File: config.mk
export PLATFORM = sky130hd
export DESIGN_NAME = lockstep_sync_top
export DESIGN_NICKNAME = d
export VERILOG_FILES = /design/src/hdl/lockstep_sync_pkg.sv /design/src/hdl/safe_mode_ctrl.sv /design/src/hdl/hart_sync_fsm.sv /design/src/hdl/lockstep_sync_top.sv
export SDC_FILE = /design/constraint.sdc
export NUM_CORES = 1
export LEC_CHECK = 0
export BUFFER_PORTS_ARGS = -buffer_cell sky130_fd_sc_hd__clkbuf_2
export CAP_MARGIN = 5
export CORE_MARGIN = 5
export CORE_UTILIZATION = 46
export DETAILED_ROUTE_END_ITERATION = 12
export GPL_TIMING_DRIVEN = 0
export HOLD_SLACK_MARGIN = 0.02
export PLACE_DENSITY = 0.85
export SLEW_MARGIN = 20
export SYNTH_ARGS = -nofsm -noshare
export SYNTH_HDL_FRONTEND = slang
export SYNTH_SLANG_ARGS = --single-unit
File: constraint.sdc
create_clock -name clk_i -period 1.65 [get_ports clk_i]
set_input_delay 0 -clock clk_i [delete_from_list [all_inputs] [get_ports clk_i]]
set_output_delay 0 -clock clk_i [all_outputs]
set_load 0.1 [all_outputs]
File: src/hdl/lockstep_sync_pkg.sv
// Shared constants, types and state encodings for the lockstep sync controller
package lockstep_sync_pkg;

  // Majority vote only works for three harts
  localparam int NUM_HARTS = 3;

  // Halt acknowledgements the master needs before it moves on
  localparam int HALT_QUORUM = 2;

  // One bit per hart
  typedef logic [NUM_HARTS-1:0] hart_vec_t;

  // Mode state machine
  typedef enum logic [1:0] {
    MODE_RESET,
    MODE_IDLE,
    MODE_TRIPLE,
    MODE_DUAL
  } mode_state_e;

  // Per-hart synchronization state machine
  typedef enum logic [2:0] {
    SYNC_RESET,
    SYNC_IDLE,
    SYNC_HALT_REQ,
    SYNC_WAIT_WFI,
    SYNC_INTR_SYNC,
    SYNC_IN_SYNC,
    SYNC_END_SYNC
  } sync_state_e;

  // Status levels coming back from the cores
  typedef struct packed {
    hart_vec_t halt_ack;
    hart_vec_t wfi;
    hart_vec_t intc_ack;
    hart_vec_t master;
  } hart_status_t;

  // Outputs of one hart machine towards the mode controller
  typedef struct packed {
    logic idle;
    logic halt_req;
    logic sync_irq;
    logic lockstep;
  } hart_req_t;

  typedef hart_req_t [NUM_HARTS-1:0] hart_req_vec_t;

endpackage

File: src/hdl/safe_mode_ctrl.sv
// Mode state machine of the lockstep controller; merges the hart requests into core outputs
`timescale 1ns/1ns

module safe_mode_ctrl
  import lockstep_sync_pkg::*;
(
  input  logic          clk_i,
  input  logic          rst_ni,
  input  logic          safe_mode_i,
  input  logic          tmr_config_i,
  input  hart_vec_t     master_i,
  input  hart_req_vec_t hart_req_i,
  output mode_state_e   mode_o,
  output logic          halt_broadcast_o,
  output hart_vec_t     halt_irq_o,
  output hart_vec_t     sync_irq_o,
  output logic          single_bus_o,
  output logic          voter_enable_o,
  output logic          ext_debug_en_o
);

  mode_state_e state_q;
  mode_state_e state_d;

  logic      all_idle;
  logic      any_halt_req;
  logic      any_lockstep;
  hart_vec_t sync_irq;

  always_ff @(posedge clk_i or negedge rst_ni)
  begin
    if (!rst_ni)
    begin
      state_q <= MODE_RESET;
    end
    else
    begin
      state_q <= state_d;
    end
  end

  always_comb
  begin
    state_d = state_q;
    unique case (state_q)
      MODE_RESET:
      begin
        state_d = MODE_IDLE;
      end
      MODE_IDLE:
      begin
        if (safe_mode_i && tmr_config_i)
          state_d = MODE_TRIPLE;
        else if (safe_mode_i)
          state_d = MODE_DUAL;
      end
      MODE_TRIPLE:
      begin
        // Harts must finish their ending handshake first
        if (!safe_mode_i && all_idle)
          state_d = MODE_IDLE;
      end
      MODE_DUAL:
      begin
        if (!safe_mode_i)
          state_d = MODE_IDLE;
      end
      default:
      begin
        state_d = MODE_IDLE;
      end
    endcase
  end

  // Merge the per-hart requests
  always_comb
  begin
    all_idle     = 1'b1;
    any_halt_req = 1'b0;
    any_lockstep = 1'b0;
    sync_irq     = '0;
    for (int i = 0; i < NUM_HARTS; i++)
    begin
      all_idle     = all_idle & hart_req_i[i].idle;
      any_halt_req = any_halt_req | hart_req_i[i].halt_req;
      any_lockstep = any_lockstep | hart_req_i[i].lockstep;
      sync_irq[i]  = hart_req_i[i].sync_irq;
    end
  end

  assign mode_o           = state_q;
  assign halt_broadcast_o = any_halt_req;
  assign sync_irq_o       = sync_irq;

  // Halt every hart except the master
  assign halt_irq_o = any_halt_req ? ~master_i : '0;

  // Bus and voter always switch together
  assign single_bus_o   = any_lockstep;
  assign voter_enable_o = any_lockstep;

  assign ext_debug_en_o = (state_q == MODE_IDLE);

endmodule

File: src/hdl/hart_sync_fsm.sv
// Synchronization state machine for one lockstep hart; instantiated once per hart by the top
`timescale 1ns/1ns

module hart_sync_fsm
  import lockstep_sync_pkg::*;
#(
  parameter int HART_IDX = 0
) (
  input  logic         clk_i,
  input  logic         rst_ni,
  input  logic         safe_mode_i,
  input  logic         initial_sync_i,
  input  mode_state_e  mode_i,
  input  logic         halt_broadcast_i,
  input  hart_status_t status_i,
  output hart_req_t    req_o
);

  sync_state_e state_q;
  sync_state_e state_d;

  logic is_master;
  logic quorum_met;
  logic all_wfi;
  logic all_intc_ack;

  assign is_master    = status_i.master[HART_IDX];
  assign quorum_met   = ($countones(status_i.halt_ack) >= HALT_QUORUM);
  assign all_wfi      = &status_i.wfi;
  assign all_intc_ack = &status_i.intc_ack;

  always_ff @(posedge clk_i or negedge rst_ni)
  begin
    if (!rst_ni)
    begin
      state_q <= SYNC_RESET;
    end
    else
    begin
      state_q <= state_d;
    end
  end

  always_comb
  begin
    state_d = state_q;
    unique case (state_q)
      SYNC_RESET:
      begin
        state_d = SYNC_IDLE;
      end
      SYNC_IDLE:
      begin
        if (mode_i == MODE_TRIPLE && safe_mode_i)
        begin
          // Master starts on request, the others follow its halt
          if (is_master && initial_sync_i)
            state_d = SYNC_HALT_REQ;
          else if (!is_master && halt_broadcast_i)
            state_d = SYNC_HALT_REQ;
        end
      end
      SYNC_HALT_REQ:
      begin
        if (is_master && quorum_met)
          state_d = SYNC_WAIT_WFI;
        else if (!is_master && status_i.halt_ack[HART_IDX])
          state_d = SYNC_WAIT_WFI;
      end
      SYNC_WAIT_WFI:
      begin
        if (all_wfi)
          state_d = SYNC_INTR_SYNC;
      end
      SYNC_INTR_SYNC:
      begin
        if (all_intc_ack)
          state_d = SYNC_IN_SYNC;
      end
      SYNC_IN_SYNC:
      begin
        if (all_wfi && !safe_mode_i)
          state_d = SYNC_END_SYNC;
      end
      SYNC_END_SYNC:
      begin
        if (is_master && status_i.intc_ack[HART_IDX])
          state_d = SYNC_IDLE;
        else if (!is_master && status_i.wfi[HART_IDX])
          state_d = SYNC_IDLE;
      end
      default:
      begin
        state_d = SYNC_IDLE;
      end
    endcase
  end

  // Outputs depend on state and the master bit only
  always_comb
  begin
    req_o = '0;
    unique case (state_q)
      SYNC_IDLE:
      begin
        req_o.idle = 1'b1;
      end
      SYNC_HALT_REQ:
      begin
        req_o.halt_req = is_master;
      end
      SYNC_INTR_SYNC:
      begin
        req_o.sync_irq = 1'b1;
        req_o.lockstep = 1'b1;
      end
      SYNC_IN_SYNC:
      begin
        req_o.lockstep = 1'b1;
      end
      SYNC_END_SYNC:
      begin
        // Master gets one more interrupt to leave lockstep
        req_o.sync_irq = is_master;
      end
      default:
      begin
        req_o = '0;
      end
    endcase
  end

endmodule

File: src/hdl/lockstep_sync_top.sv
// Top level of the lockstep sync controller; connects the mode controller to the hart machines
`timescale 1ns/1ns

module lockstep_sync_top
  import lockstep_sync_pkg::*;
(
  input  logic         clk_i,
  input  logic         rst_ni,
  input  logic         safe_mode_i,
  input  logic         tmr_config_i,
  input  logic         initial_sync_i,
  input  hart_status_t status_i,
  output hart_vec_t    sync_irq_o,
  output hart_vec_t    halt_irq_o,
  output logic         single_bus_o,
  output logic         voter_enable_o,
  output logic         ext_debug_en_o
);

  mode_state_e   mode;
  logic          halt_broadcast;
  hart_req_vec_t hart_req;

  safe_mode_ctrl i_mode (
    .clk_i            (clk_i),
    .rst_ni           (rst_ni),
    .safe_mode_i      (safe_mode_i),
    .tmr_config_i     (tmr_config_i),
    .master_i         (status_i.master),
    .hart_req_i       (hart_req),
    .mode_o           (mode),
    .halt_broadcast_o (halt_broadcast),
    .halt_irq_o       (halt_irq_o),
    .sync_irq_o       (sync_irq_o),
    .single_bus_o     (single_bus_o),
    .voter_enable_o   (voter_enable_o),
    .ext_debug_en_o   (ext_debug_en_o)
  );

  // One sync machine per hart
  for (genvar i = 0; i < NUM_HARTS; i++)
  begin : g_hart
    hart_sync_fsm #(
      .HART_IDX (i)
    ) i_hart_sync (
      .clk_i            (clk_i),
      .rst_ni           (rst_ni),
      .safe_mode_i      (safe_mode_i),
      .initial_sync_i   (initial_sync_i),
      .mode_i           (mode),
      .halt_broadcast_i (halt_broadcast),
      .status_i         (status_i),
      .req_o            (hart_req[i])
    );
  end

endmodule

==> impl_metrics.ini, run 1 <==
[floorplan]
die_x_um = 55.8
dieArea_um2 = 3110
die_h_um = 55.8
floorplan.initialDensity = 0.487
rows = 16
ios = 26
fp.coreArea_um2 = 1980

[sta]
fin_crit_ns = 1.78
slew_headroom = 0.641
setup_viol = 6
finalCritPeriodShare = 1.08
rsz0062_at_grt = yes
max_slew.worst_pin.slew_ns = 0.541
fmax_ghz = 0.562
hold_violations = 0
layout_setup_ws_ns = -0.129
final_max_slew_viol_count = 0
clock_skew_ns = 0.00858
hold_ws_ns = 0.125

[synthesis]
syn_avg_cell_area_um2 = 7.97
ys_seq_elements = 11
synth_top_family_by_area = compound AO/OA/AOI/OAI gates
syn_inst = 121
yosys.area_share.adder = 0.0130
synth_top_area_frac = 0.285
syn_area_um2 = 965
yosys.area_share.simple = 0.259
synth_cell_type_count = 46
ys_top_cells_by_area = dfrtp_1 29%, nor2_1 5.4%, a31oi_1 4.5%
synth_mux_area_frac = 0.0765
synth_top_flop_cell = dfrtp_1
synth-compound-area-share = 0.293
yosysWarnings = 0
synth_nets = 139
async_flop_share = 1.00
synth_top_area_cell = dfrtp_1
synth_xor_area_frac = 0
synth_edf_count = 0
yosysSeqAreaShare = 0.285

[worst_setup_path]
end_kind = flip-flop
required_ns = 1.82
path_class = reg -> reg
crit_path_start_kind = flip-flop
worst_path_max_delay_cell = dfrtp_2
path_cells = and4bb_2 > buf_6 > o311ai_4 > a221oi_4 > buf_4 > a31oi_1 > nand2_1
worstPathArrival_ns = 1.95
worstReg2RegStart = g_hart[1].i_hart_sync.state_q[1]
max_stage_delay_ns = 0.45
cp_max_fo = 7
reg2regPathDepth = 7
startpoint = g_hart[1].i_hart_sync.state_q[1]
r2r_setup_slack_ns = -0.13
crit_end = g_hart[2].i_hart_sync.state_q[1]
r2r_end = g_hart[2].i_hart_sync.state_q[1]

[grt]
antenna_found_initial = 0
first_global_vias = 1121
grt_max_degree = 12
grt_pass1_wl_um = 4970
overflow = 0
grt.total_usage = 0.196

[cts]
cts_tree = yes
path_clk_slew_ns = 0.08
numCtsBuffers = 3
cts_buffer_depth = 2
cts-root-buf = clkbuf_4
htreeDepth = 1
insertion_delay_ns = 0.28
cts_sinks = 11

[worst_hold_path]
hold_path_class = in -> reg

[route]
postRouteAntennaNets = 0
wl_met2_um = 1600
drc = 0
top_layer_used = met4
num_vias = 1155
first_pass_iters = 5
routed-wl-met3_um = 279
wl_per_cell_um = 16.7
wl_met1_um = 1220
finalWirelength_um = 3160
drtIter0Drc = 44
drt-vias-per-instance = 6.11

[status]
violations = setup timing
status = complete, but fails checks

[placed_design]
pre_cts_ws_ns = -0.222
dp_cells = 171
gp_congestion = 0.888
io_buffers = 23

[pwr]
power_density_nw_per_um2 = 2200
p_total_mw = 3.14
peakVddDrop_v = 0.00230
leakage_nw = 0.666

[finish]
fin_util = 0.720
multiInputGateArea_um2 = 731
layout_common_cells = 17 x clkbuf_2, 17 x buf_4, 12 x nor2_1
syn_to_final_growth_pct = 48.0
final_cells = 189
antennaDiodeCount = 0
drive_gt1_frac = 0.463
nNetsFinal = 181
fill_cells = 137
area.sequential_um2 = 283

[job]
maxCapViolations = 0
Yosys cell counts, drive strengths merged, types with 2 or more instances:
master and instances:
a21o 3, a21oi 8, a31oi 7, and4bb 2
buf 3, clkbuf 5, dfrtp 11, inv 9
mux2 3, mux2i 4, nand2 6, nand2b 3
nand3 3, nand4 2, nor2 14, nor2b 3
nor3b 3, o21ai 8, o31ai 2
cell families after synthesis:
kind of cell | count (synthesis)
multiplexers | 7
flip-flops | 11
AND/OR/NAND/NOR | 44
adder cells (fa/ha/maj) | 1
AO/OA/AOI/OAI | 41
buffers and inverters | 17
sequential cells by signal, indices dropped and copies added (netlist names):
register                    flops
g_hart.i_hart_sync.state_q      9
i_mode.mode_o                   2
how the worst min path moves through the flow:
stage | start | to | slack [ns] | cells after the start
detailed placement | rst_ni | g_hart[1].i_hart_sync.state_q[0] | -0.1 | 1
global placement | rst_ni | g_hart[1].i_hart_sync.state_q[0] | -0.10 | 1
finish | status_i[11] | g_hart[2].i_hart_sync.state_q[0] | 0.12 | 4
global route | rst_ni | g_hart[2].i_hart_sync.state_q[1] | 0.15 | 2
floorplan | rst_ni | g_hart[0].i_hart_sync.state_q[0] | -0.30 | 0
CTS | status_i[11] | g_hart[2].i_hart_sync.state_q[0] | 0.09 | 4
cell type report:
class	instances	area share
flip-flops and latches	11	0.198
clock buffers	4	0.0184
multi-input cells	93	0.512
plain buffers	5	0.0193
well taps	27	0.0237
inverters	9	0.0237
repair buffers	40	0.205
metrics by stage:
| stage | cell area (um2) | setup TNS, ns |
|---|---|---|
| after floorplan | 1020 | -0.376 |
| after global placement | 1170 | -0.747 |
| after detailed placement | 1170 | -0.960 |
| after CTS | 1340 | -0.645 |
| after global routing | 1430 | -0.877 |
| final | 1430 | -0.497 |
metal layers:
layer / up-vias / track usage
li1: 530 / -
met1: 538 / 0.230
met2: 78 / 0.340
met3: 9 / 0.0464
met4: 0 / 0.0799
met5: - / 0
critical path, delay by kind of cell, from the launching register on:
| kind | cells | cell delay, ns |
|---|---|---|
| DFF | 1 | 0.45 |
| buffers and inverters | 2 | 0.30 |
| and+or+nand+nor | 2 | 0.35 |
| AOI/OAI and AO/OA | 3 | 0.58 |
report_power, final:
group	leakage, nW	internal (mW)	switching (mW)
Clock	0.0150	0.0938	0.103
Sequential	0.124	0.416	0.143
Combinational	0.527	0.865	1.52
what timing repair did:
item                                    CTS  global route
pin swaps                                10             7
hold buffers                              3             0
endpoints found under the hold margin    13             0
gates resized for setup                  22            16
endpoints found under the setup margin   11            16
setup buffers                            11             3
(Power assumes the default switching activity.)
==> run 2: changes to the inputs <==
--- a/config.mk
+++ b/config.mk
@@ -6,7 +6,7 @@
 export NUM_CORES = 1
 export LEC_CHECK = 0
 export BUFFER_PORTS_ARGS = -buffer_cell sky130_fd_sc_hd__clkbuf_2
-export CAP_MARGIN = 5
+export CAP_MARGIN = 10
 export CORE_MARGIN = 5
 export CORE_UTILIZATION = 46
 export DETAILED_ROUTE_END_ITERATION = 12
==> constraint.sdc (replaced) <==
create_clock -name clk_i -period 1.6 [get_ports clk_i]
set_input_delay 0 -clock clk_i [delete_from_list [all_inputs] [get_ports clk_i]]
set_output_delay 0 -clock clk_i [all_outputs]
set_load 0.1 [all_outputs]
==> run 2 against run 1 <==
Effect of this change:
- the run still ends with setup timing left
- sequential share of layout area shrank 1.1 points
- register-to-register slack got worse by 0.04 ns
- non-clock buffer count rose by 4
- critical path depth decreased by 1
- largest cell class unchanged
==> impl_metrics.ini, run 2 (synthesis gave the netlist of run 1 again) <==
[finish]
antennaDiodeCount = 0
syn_to_final_growth_pct = 57.5
fin_util = 0.766
drive_gt1_frac = 0.494
nNetsFinal = 185
layout_common_cells = 21 x buf_4, 15 x clkbuf_2, 12 x nor2_1
largest_reg_flops = 9
post-route-cell-area_um2 = 1520
final_common_cell = buf_4
regMostFlops = g_hart.i_hart_sync.state_q

[worst_setup_path]
worst_path_max_delay_cell = dfrtp_1
path_class = reg -> reg
path_cells = buf_8 > and4bb_2 > o311ai_4 > a221oi_4 > mux2i_1 > nand2_1
required_ns = 1.76
worstPathArrival_ns = 1.92
critPathBufInv = 1
crit_path_start_kind = flip-flop
cpLargestDelayFamily = compound AO/OA/AOI/OAI gates
max_stage_delay_ns = 0.39
end_kind = flip-flop
cp_max_fo = 4

[route]
drc = 0
wl_per_cell_um = 17.2
num_vias = 1179
finalWirelength_um = 3320
drtIter0Drc = 69
drt-vias-per-instance = 6.11
first_pass_iters = 4
postRouteAntennaNets = 0

[pwr]
power_density_nw_per_um2 = 2320
leakage_nw = 0.706
peakVddDrop_v = 0.00198

[grt]
grt.total_usage = 0.195
antenna_found_initial = 0
overflow = 0
grt_pass1_wl_um = 4960
grt_max_degree = 12
first_global_vias = 1067

[placed_design]
gp_congestion = 0.891
dpl_cell_area_um2 = 1180
io_buffers = 23
dpl.hpwl_um = 2040

[floorplan]
ios = 26
die_x_um = 55.8
rows = 16
fp.coreArea_um2 = 1980
die_h_um = 55.8
floorplan.initialDensity = 0.487
dieArea_um2 = 3110

[sta]
final_max_slew_viol_count = 0
hold_violations = 0
setup_viol = 8
clock_skew_ns = 0.00302
fin_crit_ns = 1.77
slew_headroom = 0.610
layout_setup_ws_ns = -0.168
fmax_ghz = 0.566
max_slew.worst_pin.slew_ns = 0.586
rsz0062_at_grt = yes
finalCritPeriodShare = 1.10
tns_ns = -1.02

[status]
violations = setup timing
status = complete, but fails checks

[cts]
insertion_delay_ns = 0.27
numCtsBuffers = 3
htreeDepth = 1
cts-root-buf = clkbuf_4
cts_buffer_depth = 2
path_clk_slew_ns = 0.07
cts_tree = yes
cts_sinks = 11

[worst_hold_path]
hold_path_class = in -> reg

[job]
maxCapViolations = 0
-- run 2: changes by cell type in the layout (fill, tap and decap cells not counted), moves of 2 or more --
cell,previous run,this run
buf_12,0,2
nor2b_4,0,2
buf_8,0,2
clkbuf_2,17,15
buf_4,17,21
-- run 2: path summary, 6_finish.rpt --
check,startpoint,to,slack [ns],cells after the start
max in group asynchronous,rst_ni,g_hart[0].i_hart_sync.state_q[1],1.20,2
min reg2reg,i_mode.mode_o[1],i_mode.mode_o[0],0.58,1
max,g_hart[0].i_hart_sync.state_q[2],g_hart[2].i_hart_sync.state_q[1],-0.17,6
min,tmr_config_i,i_mode.mode_o[0],0.02,4
min in group asynchronous,rst_ni,g_hart[1].i_hart_sync.state_q[2],0.15,2
max reg2reg,g_hart[0].i_hart_sync.state_q[2],g_hart[2].i_hart_sync.state_q[1],-0.17,6
-- run 2: cell type report --
type | instances | area, um2
Inverter | 9 | 33.8
Multi-Input combinational cell | 93 | 759
Fill cell | 126 | 463
Clock buffer | 4 | 26.3
Buffer | 5 | 33.8
Tap cell | 27 | 33.8
Sequential cell | 11 | 284
Timing Repair Buffer | 44 | 348
-- run 2: metrics by stage --
| stage | total power [mW] | std cells | setup WS [ns] | hold WS, ns |
|---|---|---|---|---|
| after floorplan | 2.29 | 121 | -0.259 | -0.296 |
| after global placement | 2.56 | 171 | -0.257 | -0.111 |
| after detailed placement | 2.61 | 171 | -0.314 | -0.104 |
| after CTS | 3.19 | 189 | -0.200 | 0.0271 |
| after global routing | 3.72 | 193 | -0.234 | 0.0326 |
| final | 3.52 | 193 | -0.168 | 0.0228 |
-- run 2: layer usage --
layer | vias up | wire length (um) | global-route usage | share of wire
met1 | 541 | 1260 | 0.250 | 0.38
met2 | 81 | 1620 | 0.333 | 0.49
li1 | 539 | - | - | -
met4 | 0 | 146 | 0.0694 | 0.044
met5 | - | 0 | 0 | 0
met3 | 18 | 296 | 0.0255 | 0.089
-- run 2: report_power, final --
part	switching (mW)	total [mW]	internal (mW)
combinational	1.61	2.71	1.10
clock	0.0975	0.194	0.0965
sequential	0.183	0.615	0.431
-- run 2: repair_timing --
| action | 4_1_cts | 5_1_grt |
|---|---|---|
| resized for setup | 25 | 22 |
| setup endpoints to repair | 12 | 15 |
| cloned | 0 | 0 |
| hold buffers | 2 | 0 |
| pin swaps | 9 | 12 |
| buffers inserted | 14 | 5 |
| endpoints found under the hold margin | 13 | 0 |
-- run 2: worst register-to-register path, cell delays in order (launching register included) --
cell and delay (ns):
dfrtp_1 0.39, buf_8 0.12, and4bb_2 0.34, o311ai_4 0.13, a221oi_4 0.37, mux2i_1 0.23
nand2_1 0.07
